===== config.mk =====
export PLATFORM = sky130hd
export DESIGN_NAME = rtg_video_top
export DESIGN_NICKNAME = d
export VERILOG_FILES = /design/src/verilog/rtg_video_pkg.sv /design/src/verilog/rtg_vblank_fsm.sv /design/src/verilog/rtg_fetch_timer.sv /design/src/verilog/rtg_pixel_unpack.sv /design/src/verilog/rtg_video_mixer.sv /design/src/verilog/rtg_video_top.sv
export SDC_FILE = /design/constraint.sdc
export NUM_CORES = 1
export LEC_CHECK = 0
export BUFFER_PORTS_ARGS = -buffer_cell sky130_fd_sc_hd__clkbuf_2
export CORE_UTILIZATION = 37
export DETAILED_ROUTE_END_ITERATION = 16
export PLACE_DENSITY = 0.63
export SLEW_MARGIN = 30
export SYNTH_ARGS = -nofsm -noshare
export SYNTH_HDL_FRONTEND = slang
export SYNTH_SLANG_ARGS = --single-unit

===== constraint.sdc =====
create_clock -name clk_114 -period 2 [get_ports clk_114]
set_clock_uncertainty 0.05 [all_clocks]
set_input_delay 0.2 -clock clk_114 [delete_from_list [all_inputs] [get_ports clk_114]]
set_output_delay 0.2 -clock clk_114 [all_outputs]
set_load 0.01 [all_outputs]

===== src/verilog/rtg_video_pkg.sv =====
// Shared widths, colour and sync structs, vblank FSM states and OSD overlay levels
package rtg_video_pkg;

  ////////////////////
  // Widths
  ////////////////////

  localparam int COLOUR_W    = 8;   // One colour channel
  localparam int PIX_WORD_W  = 16;  // Fetched RTG word
  localparam int CLUT_IDX_W  = 8;   // 256-entry palette
  localparam int PIX_WIDTH_W = 4;   // Up to 16 clocks per fetch
  localparam int LINE_CNT_W  = 7;   // Up to 127 extra blank lines

  typedef logic [COLOUR_W-1:0]    colour_t;
  typedef logic [PIX_WORD_W-1:0]  pix_word_t;
  typedef logic [CLUT_IDX_W-1:0]  clut_idx_t;
  typedef logic [PIX_WIDTH_W-1:0] pix_width_t;  // Fetch period minus one
  typedef logic [LINE_CNT_W-1:0]  line_cnt_t;

  ////////////////////
  // Bundles
  ////////////////////

  typedef struct packed {
    colour_t red;
    colour_t green;
    colour_t blue;
  } rgb_t;

  typedef struct packed {
    logic hsync;
    logic vsync;
    logic csync;
  } sync_t;

  // Picture blank stretch past chipset vblank
  typedef enum logic {
    VB_ACTIVE = 1'b0,  // RTG picture shown
    VB_HOLD   = 1'b1   // Still counting lines
  } vb_state_e;

  ////////////////////
  // OSD levels
  ////////////////////

  localparam logic [1:0] OSD_ON_LEVEL  = 2'b11;          // Lit pixel, all channels
  localparam logic [5:0] OSD_OFF_LEVEL = {2'b00,          // Red
                                          2'b00,          // Green
                                          2'b10};         // Blue, dimmed backdrop

endpackage


===== src/verilog/rtg_vblank_fsm.sv =====
// Vertical blank extension FSM for the RTG picture, counting scan lines after chipset vblank
`timescale 1ns/10ps

module rtg_vblank_fsm (
  input  logic                  clk_114,
  input  logic                  rst_n,
  input  logic                  chip_vblank,  // Chipset vertical blank
  input  logic                  hsync,        // Line pulse from chipset sync
  input  rtg_video_pkg::line_cnt_t vb_end,    // Extra lines to hold blank
  output logic                  rtg_vblank
);

  import rtg_video_pkg::*;

  vb_state_e state;
  line_cnt_t line_cnt;  // Lines seen since vblank fell
  logic      hsync_q;   // Previous hsync level
  logic      hsync_rise;

  assign hsync_rise = hsync & ~hsync_q;

  ////////////////////
  // Edge detect
  ////////////////////

  always_ff @(posedge clk_114) begin
    if (!rst_n) begin
      hsync_q <= 1'b0;
    end else begin
      hsync_q <= hsync;
    end
  end

  ////////////////////
  // State and count
  ////////////////////

  always_ff @(posedge clk_114) begin
    if (!rst_n) begin
      state    <= VB_HOLD;             // Blank until first frame settles
      line_cnt <= '0;
    end else if (chip_vblank) begin
      state    <= VB_HOLD;             // Restart stretch every frame
      line_cnt <= '0;
    end else if (state == VB_HOLD) begin
      if (line_cnt == vb_end) begin
        state <= VB_ACTIVE;            // Enough lines, open picture
      end else if (hsync_rise) begin
        line_cnt <= line_cnt + 1'b1;   // One more line gone
      end
    end
  end

  // Picture blanked for the whole hold
  assign rtg_vblank = (state == VB_HOLD);

endmodule


===== src/verilog/rtg_fetch_timer.sv =====
// Pixel fetch timer making the fetch strobe and the CLUT half-period flag
`timescale 1ns/10ps

module rtg_fetch_timer (
  input  logic                      clk_114,
  input  logic                      rst_n,
  input  logic                      rtg_ena,    // RTG screen on
  input  logic                      rtg_blank,  // Vertical or horizontal blank
  input  rtg_video_pkg::pix_width_t pix_width,  // Clocks per fetch minus one
  output logic                      fetch_strobe,
  output logic                      clut_half
);

  import rtg_video_pkg::*;

  pix_width_t pix_cnt;   // Clocks into current fetch period
  pix_width_t half_cnt;  // Midpoint of the period
  logic       cnt_clr;

  assign half_cnt = {1'b0, pix_width[PIX_WIDTH_W-1:1]};

  // Ask for next word at end of period, never in blank
  assign fetch_strobe = rtg_ena && !rtg_blank && (pix_cnt == pix_width);

  // Restart the period on strobe, blank or when RTG is off
  assign cnt_clr = rtg_blank || fetch_strobe || !rtg_ena;

  ////////////////////
  // Period counter
  ////////////////////

  always_ff @(posedge clk_114) begin
    if (!rst_n) begin
      pix_cnt   <= '0;
      clut_half <= 1'b0;
    end else if (cnt_clr) begin
      pix_cnt   <= '0;
      clut_half <= 1'b0;               // First byte again
    end else begin
      pix_cnt <= pix_cnt + 1'b1;
      if (pix_cnt == half_cnt) begin
        clut_half <= 1'b1;             // Second half, second byte
      end
    end
  end

endmodule


===== src/verilog/rtg_pixel_unpack.sv =====
// Fetched word register, CLUT index select and hi-colour expansion to 8 bits per channel
`timescale 1ns/10ps

module rtg_pixel_unpack (
  input  logic                     clk_114,
  input  logic                     rst_n,
  input  logic                     fetch_strobe,  // Word valid on pix_word
  input  logic                     clut_half,     // Second half of fetch period
  input  rtg_video_pkg::pix_word_t pix_word,
  output rtg_video_pkg::clut_idx_t clut_idx,      // To external CLUT
  output rtg_video_pkg::rgb_t      hicolour_rgb
);

  import rtg_video_pkg::*;

  pix_word_t word_q;       // Last fetched word
  logic      clut_half_q;  // Byte select, one clock behind timer

  // 5-bit field to 8 bits, top bits repeated below
  function automatic colour_t expand5(input logic [4:0] field);
    colour_t res;
    res = {field, field[4:2]};
    return res;
  endfunction

  ////////////////////
  // Word hold
  ////////////////////

  always_ff @(posedge clk_114) begin
    if (fetch_strobe) begin
      word_q <= pix_word;              // Held until next strobe
    end
  end

  always_ff @(posedge clk_114) begin
    if (!rst_n) begin
      clut_half_q <= 1'b0;
    end else begin
      clut_half_q <= clut_half;
    end
  end

  ////////////////////
  // Unpack
  ////////////////////

  // High byte first, low byte in second half
  assign clut_idx = clut_half_q ? word_q[7:0] : word_q[15:8];

  assign hicolour_rgb.red   = expand5(word_q[14:10]);  // Bit 15 unused
  assign hicolour_rgb.green = expand5(word_q[9:5]);
  assign hicolour_rgb.blue  = expand5(word_q[4:0]);

endmodule


===== src/verilog/rtg_video_mixer.sv =====
// RTG or native source select, OSD overlay and registered colour and sync outputs
`timescale 1ns/10ps

module rtg_video_mixer (
  input  logic                 clk_114,
  input  logic                 rst_n,
  input  logic                 rtg_ena,       // RTG screen on
  input  logic                 rtg_clut,      // CLUT mode, else hi-colour
  input  logic                 rtg_blank,
  input  rtg_video_pkg::rgb_t  hicolour_rgb,
  input  rtg_video_pkg::rgb_t  clut_rgb,      // From external CLUT
  input  rtg_video_pkg::rgb_t  native_rgb,    // Chipset video
  input  rtg_video_pkg::sync_t sync_in,
  input  logic                 osd_window,    // OSD area on screen
  input  logic                 osd_pixel,     // OSD foreground
  output rtg_video_pkg::rgb_t  video_rgb,
  output rtg_video_pkg::sync_t video_sync
);

  import rtg_video_pkg::*;

  logic  rtg_blank_d;
  logic  rtg_blank_d2;  // Lines up with unpacked pixel
  logic  rtg_sel;
  rgb_t  rtg_rgb;
  rgb_t  colour_q;      // Stage one colour
  sync_t sync_q;        // Stage one sync

  // OSD level on top, picture dimmed below
  function automatic colour_t overlay(input colour_t c, input logic [1:0] lvl);
    colour_t res;
    res = {lvl, c[7:2]};
    return res;
  endfunction

  assign rtg_sel = rtg_ena && !rtg_blank_d2;
  assign rtg_rgb = rtg_clut ? clut_rgb : hicolour_rgb;

  ////////////////////
  // Stage one
  ////////////////////

  always_ff @(posedge clk_114) begin
    if (!rst_n) begin
      rtg_blank_d  <= 1'b1;
      rtg_blank_d2 <= 1'b1;
      colour_q     <= '0;
      sync_q       <= '0;
    end else begin
      rtg_blank_d  <= rtg_blank;
      rtg_blank_d2 <= rtg_blank_d;
      colour_q     <= rtg_sel ? rtg_rgb : native_rgb;  // Native in RTG blank
      sync_q       <= sync_in;
    end
  end

  ////////////////////
  // Stage two
  ////////////////////

  always_ff @(posedge clk_114) begin
    if (!rst_n) begin
      video_rgb  <= '0;
      video_sync <= '0;
    end else begin
      video_sync <= sync_q;
      if (osd_window) begin
        video_rgb.red   <= overlay(colour_q.red,   osd_pixel ? OSD_ON_LEVEL : OSD_OFF_LEVEL[5:4]);
        video_rgb.green <= overlay(colour_q.green, osd_pixel ? OSD_ON_LEVEL : OSD_OFF_LEVEL[3:2]);
        video_rgb.blue  <= overlay(colour_q.blue,  osd_pixel ? OSD_ON_LEVEL : OSD_OFF_LEVEL[1:0]);
      end else begin
        video_rgb <= colour_q;         // Plain picture
      end
    end
  end

endmodule


===== src/verilog/rtg_video_top.sv =====
// Top level of the RTG video path joining vblank FSM, fetch timer, unpack and mixer
`timescale 1ns/10ps

module rtg_video_top (
  input  logic                      clk_114,
  input  logic                      rst_n,
  input  logic                      rtg_ena,      // RTG screen on
  input  logic                      rtg_clut,     // CLUT or hi-colour
  input  rtg_video_pkg::pix_width_t pix_width,
  input  rtg_video_pkg::line_cnt_t  vb_end,
  input  logic                      chip_hblank,
  input  logic                      chip_vblank,
  input  rtg_video_pkg::sync_t      sync_in,
  input  rtg_video_pkg::rgb_t       native_rgb,
  input  logic                      osd_window,
  input  logic                      osd_pixel,
  input  rtg_video_pkg::pix_word_t  pix_word,     // From video stream
  input  rtg_video_pkg::rgb_t       clut_rgb,     // From external CLUT
  output logic                      fetch_strobe, // Next word request
  output rtg_video_pkg::clut_idx_t  clut_idx,
  output rtg_video_pkg::rgb_t       video_rgb,
  output rtg_video_pkg::sync_t      video_sync
);

  import rtg_video_pkg::*;

  logic rtg_vblank;
  logic rtg_blank;     // Any blank for RTG picture
  logic clut_half;
  rgb_t hicolour_rgb;

  assign rtg_blank = rtg_vblank | chip_hblank;

  rtg_vblank_fsm rtg_vblank_fsm_inst (
    .clk_114    (clk_114),
    .rst_n      (rst_n),
    .chip_vblank(chip_vblank),
    .hsync      (sync_in.hsync),
    .vb_end     (vb_end),
    .rtg_vblank (rtg_vblank)
  );

  rtg_fetch_timer rtg_fetch_timer_inst (
    .clk_114     (clk_114),
    .rst_n       (rst_n),
    .rtg_ena     (rtg_ena),
    .rtg_blank   (rtg_blank),
    .pix_width   (pix_width),
    .fetch_strobe(fetch_strobe),
    .clut_half   (clut_half)
  );

  rtg_pixel_unpack rtg_pixel_unpack_inst (
    .clk_114     (clk_114),
    .rst_n       (rst_n),
    .fetch_strobe(fetch_strobe),
    .clut_half   (clut_half),
    .pix_word    (pix_word),
    .clut_idx    (clut_idx),
    .hicolour_rgb(hicolour_rgb)
  );

  rtg_video_mixer rtg_video_mixer_inst (
    .clk_114     (clk_114),
    .rst_n       (rst_n),
    .rtg_ena     (rtg_ena),
    .rtg_clut    (rtg_clut),
    .rtg_blank   (rtg_blank),
    .hicolour_rgb(hicolour_rgb),
    .clut_rgb    (clut_rgb),
    .native_rgb  (native_rgb),
    .sync_in     (sync_in),
    .osd_window  (osd_window),
    .osd_pixel   (osd_pixel),
    .video_rgb   (video_rgb),
    .video_sync  (video_sync)
  );

endmodule


==> results.sh <==
export IMPL_n_fill_cell=858
export IMPL_crit_path_start_kind="flop"
export IMPL_sum_of_internal_switching_and_leakage_power_mw=3.34
export IMPL_syn_mean_instance_area_um2=10.2
export IMPL_port_buffers=121
export IMPL_via_count=2703
export IMPL_diodes=0
export IMPL_rsz0062_at_grt="false"
export IMPL_globalRouteOverflowTotal=0
export IMPL_synth_seq_area_share_pct=56.0
export IMPL_clockPowerShare_pct=35.8
export IMPL_drt_pass1_iter_count=4
export IMPL_chipWidth_um=97.3
export IMPL_number_of_instances_in_the_synthesized_netlist=330
export IMPL_share_seq_of_total_power_pct=55.1
export IMPL_cellPowerDensity_nw_per_um2=751
export IMPL_max_slew_worst_pin_slew_ns=0.656
export IMPL_synth_largest_area_cell="sky130_fd_sc_hd__dfxtp_1"
export IMPL_post_synth_main_area_contributors="sky130_fd_sc_hd__dfxtp_1 42%, sky130_fd_sc_hd__edfxtp_1 14%, sky130_fd_sc_hd__mux2i_1 7.5%"
export IMPL_first_global_vias=2674
export IMPL_max_capacitance_violation_count=0
export IMPL_result_of_the_run="finished clean"
export IMPL_grt_max_degree=57
export IMPL_postRouteWirelength_um=7670
export IMPL_drt_vias_per_instance=4.66
export IMPL_ys_warnings_count=0
export IMPL_totalNegativeSetupSlack_ns=0
export IMPL_number_of_synthesized_flops_with_an_enable_pin=16
export IMPL_place_congestion=0.802
export IMPL_synth_top_flop_cell="sky130_fd_sc_hd__dfxtp_1"
export IMPL_finalMaxSlewViolations=0
export IMPL_asyncSetResetFlopFracSynth_pct=0
export IMPL_min_period_over_period_pct=91.0
export IMPL_netSwitchingFraction_pct=25.8
export IMPL_clock_latency_on_the_worst_skew_pair_ns=0.36
export IMPL_drt_first_iter_violations=125
export IMPL_timing_critical_path_fanout_max=17
export IMPL_timing_final_hold_violations=0
export IMPL_final_layout_size_suffix_gt1_share_pct=32.0
export IMPL_place_detailed_hpwl_um=5630
export IMPL_cellInternalPower_mw=2.48
export IMPL_postSynthRegisterBits=86
export IMPL_clockBufferDepth=2
export IMPL_first_pass_grt_wire_length_um=12700
export IMPL_timing_critical_path_required_ns=1.75
export IMPL_std_cell_rows=34
export IMPL_die_area_um2=9460
export IMPL_grt_util_all_layers_pct=17.2
export IMPL_clock_sinks=86
export IMPL_setup_worst_path_class="reg -> out"
export IMPL_max_vdd_ir_drop_mv=0.342
export IMPL_cts_buffers=9
export IMPL_clockRootBuffer="sky130_fd_sc_hd__clkbuf_8"
export IMPL_worstSetupEndpointType="output port"
export IMPL_wl_per_cell_um=13.2
export IMPL_count_of_unique_library_cells_instantiated_by_yosys=30
export IMPL_initial_antenna_violation_count=0
export IMPL_mappedNetlistNets=418
export IMPL_finish_net_count=555
export IMPL_power_static_leakage_nw=2.03
export IMPL_initial_utilization_pct=38.3
export IMPL_setup_viol=0
export IMPL_area_growth_pct=32.6
export IMPL_top_level_ports=122
export IMPL_route_antenna_remaining_nets=0
export IMPL_post_synth_instance_area_um2=3360
export IMPL_switching_power_uw=861
export IMPL_drc=0
export IMPL_worst_endpoint_arrival_ns=1.57
export IMPL_yosys_area_top_type_share_pct=41.7
export IMPL_clkTransAtPathRegs_ns=0.09
export IMPL_fp_coreArea_um2=8760
export IMPL_worst_slew_margin_rel_pct=56.2
export IMPL_share_comb_of_total_power_pct=9.1
export IMPL_hold_path_class="in -> reg"
export IMPL_h_tree_depth=3
export IMPL_tritoncts_clock_tree="yes"
export IMPL_die_height_um=97.3
export IMPL_final_period_minus_worst_setup_slack_ns=1.82
export IMPL_max_freq_mhz=550
## registers in the layout (all words and copies together), names as in the netlist
signal	cells
rtg_video_mixer_inst.colour_q	24
rtg_video_mixer_inst.video_rgb	24
rtg_pixel_unpack_inst.word_q	16
rtg_vblank_fsm_inst.line_cnt	7
rtg_fetch_timer_inst.pix_cnt	4
rtg_video_mixer_inst.video_sync	3
rtg_video_mixer_inst.sync_q	2
rtg_fetch_timer_inst.clut_half	1
rtg_pixel_unpack_inst.clut_half_q	1
rtg_vblank_fsm_inst.hsync_q	1
rtg_vblank_fsm_inst.rtg_vblank	1
rtg_video_mixer_inst.rtg_blank_d	1
rtg_video_mixer_inst.rtg_blank_d2	1
## worst max-delay path, stage by stage (launching register included)
cell and delay (ns):
sky130_fd_sc_hd__dfxtp_1 0.42, sky130_fd_sc_hd__xnor2_1 0.15, sky130_fd_sc_hd__nand4_1 0.13, sky130_fd_sc_hd__nor2_1 0.16, sky130_fd_sc_hd__buf_6 0.20, sky130_fd_sc_hd__clkbuf_2 0.16
## synth_stat cells, types with 10 or more instances
library cell               count
sky130_fd_sc_hd__mux2i_1      25
sky130_fd_sc_hd__dfxtp_1      70
sky130_fd_sc_hd__nor2_1       29
sky130_fd_sc_hd__xnor2_1      13
sky130_fd_sc_hd__o21ai_0      35
sky130_fd_sc_hd__edfxtp_1     16
sky130_fd_sc_hd__nor2b_1      21
sky130_fd_sc_hd__clkbuf_1     13
sky130_fd_sc_hd__inv_1        10
sky130_fd_sc_hd__nand2_1      18
sky130_fd_sc_hd__a21oi_1      23
## what timing repair did
| item | in CTS | in global routing |
|---|---|---|
| hold endpoints to repair | 19 | 0 |
| hold buffers | 19 | 0 |
| resized for setup | 0 | 1 |
| setup buffers | 0 | 0 |
| setup endpoints to repair | 0 | 1 |
## per-layer routing
layer | global-route usage [%] | vias up | wire, um
li1 | - | 1399 | -
met4 | 6.79 | 0 | 129
met5 | 0 | - | 0
met1 | 22.5 | 1212 | 3620
met2 | 27.4 | 82 | 3530
met3 | 4.10 | 10 | 394
## layout by cell type, fill, tap and decap left out, drive strengths merged
cell / netlist / routed
a31o: 1 / 1
clkinv: 0 / 2
nand3: 2 / 2
nor2b: 21 / 21
and2: 7 / 7
nand4: 5 / 5
a21oi: 23 / 23
a21boi: 5 / 5
buf: 5 / 4
dlygate4sd3: 0 / 19
o21a: 1 / 1
mux2i: 25 / 25
mux2: 3 / 3
o31ai: 1 / 1
xnor2: 13 / 13
or3: 3 / 3
nand2b: 7 / 7
nor4: 1 / 1
edfxtp: 16 / 16
dfxtp: 70 / 70
or4: 1 / 1
ha: 2 / 2
xor2: 4 / 4
nand2: 18 / 18
o211a: 7 / 7
clkbuf: 13 / 130
and3: 1 / 1
nor2: 29 / 29
o21ai: 36 / 36
inv: 10 / 15
## path summary, 6_finish.rpt
kind | startpoint | end | slack (ns) | cells past startpoint
hold / removal | chip_vblank | rtg_vblank_fsm_inst.rtg_vblank$_SDFF_PP1_ | 0.02 | 3
hold reg to reg | rtg_video_mixer_inst.rtg_blank_d$_SDFF_PN1_ | rtg_video_mixer_inst.rtg_blank_d2$_SDFF_PN1_ | 0.36 | 1
setup / recovery | rtg_fetch_timer_inst.pix_cnt[1]$_SDFF_PP0_ | fetch_strobe | 0.18 | 5
setup reg to reg | rtg_vblank_fsm_inst.line_cnt[0]$_SDFFE_PP0P_ | rtg_vblank_fsm_inst.line_cnt[6]$_SDFFE_PP0P_ | 0.41 | 5
## cells by family (layout without fill, tap and decap cells)
| family | count (synthesis) | in the layout | share of synthesized area, % |
|---|---|---|---|
| flip-flops | 86 | 86 | 56.0 |
| XOR/XNOR | 17 | 17 | 4.43 |
| adder cells (fa/ha/maj) | 2 | 2 | 0.745 |
| multiplexers | 28 | 28 | 8.46 |
| buffers and inverters | 28 | 170 | 3.20 |
| AO/OA/AOI/OAI | 74 | 74 | 12.8 |
| AND/OR/NAND/NOR | 95 | 95 | 14.3 |
## area by class of cell
cell class                 instances  area, um2  share of cell area (%)
clock inverter                     7       73.8                    1.66
inverter                          10       37.5                   0.843
sequential                        86       1880                    42.3
multi-input combinational        216       1370                    30.8
tap                              108        135                    3.03
timing repair buffer             144        830                    18.6
clock buffer                       9        124                    2.78
## through the flow
step / hold WS [ns] / area, um2 / cells / setup slack (ns) / utilization [%]
final: 0.0235 / 4450 / 580 / 0.180 / 50.8
after global routing: 0.0102 / 4450 / 580 / 0.0476 / 50.8
after CTS: 0.00793 / 4450 / 580 / 0.0974 / 50.8
after detailed placement: 0.329 / 4060 / 545 / 0.425 / 46.3
after global placement: 0.327 / 4060 / 545 / 0.447 / 46.3
after floorplan: 0.249 / 3360 / 330 / 0.0713 / -
## power by group through the flow
stage                     Clock [mW]  Combinational, mW  Sequential [mW]
final                           1.20              0.305             1.84
after global placement             0              0.273             1.88
after floorplan                    0              0.125             1.89
after detailed placement           0              0.277             1.88
after CTS                       1.24              0.307             1.84
after global routing            1.33              0.337             1.85
Note: power is estimated with default switching activity, not from simulation.
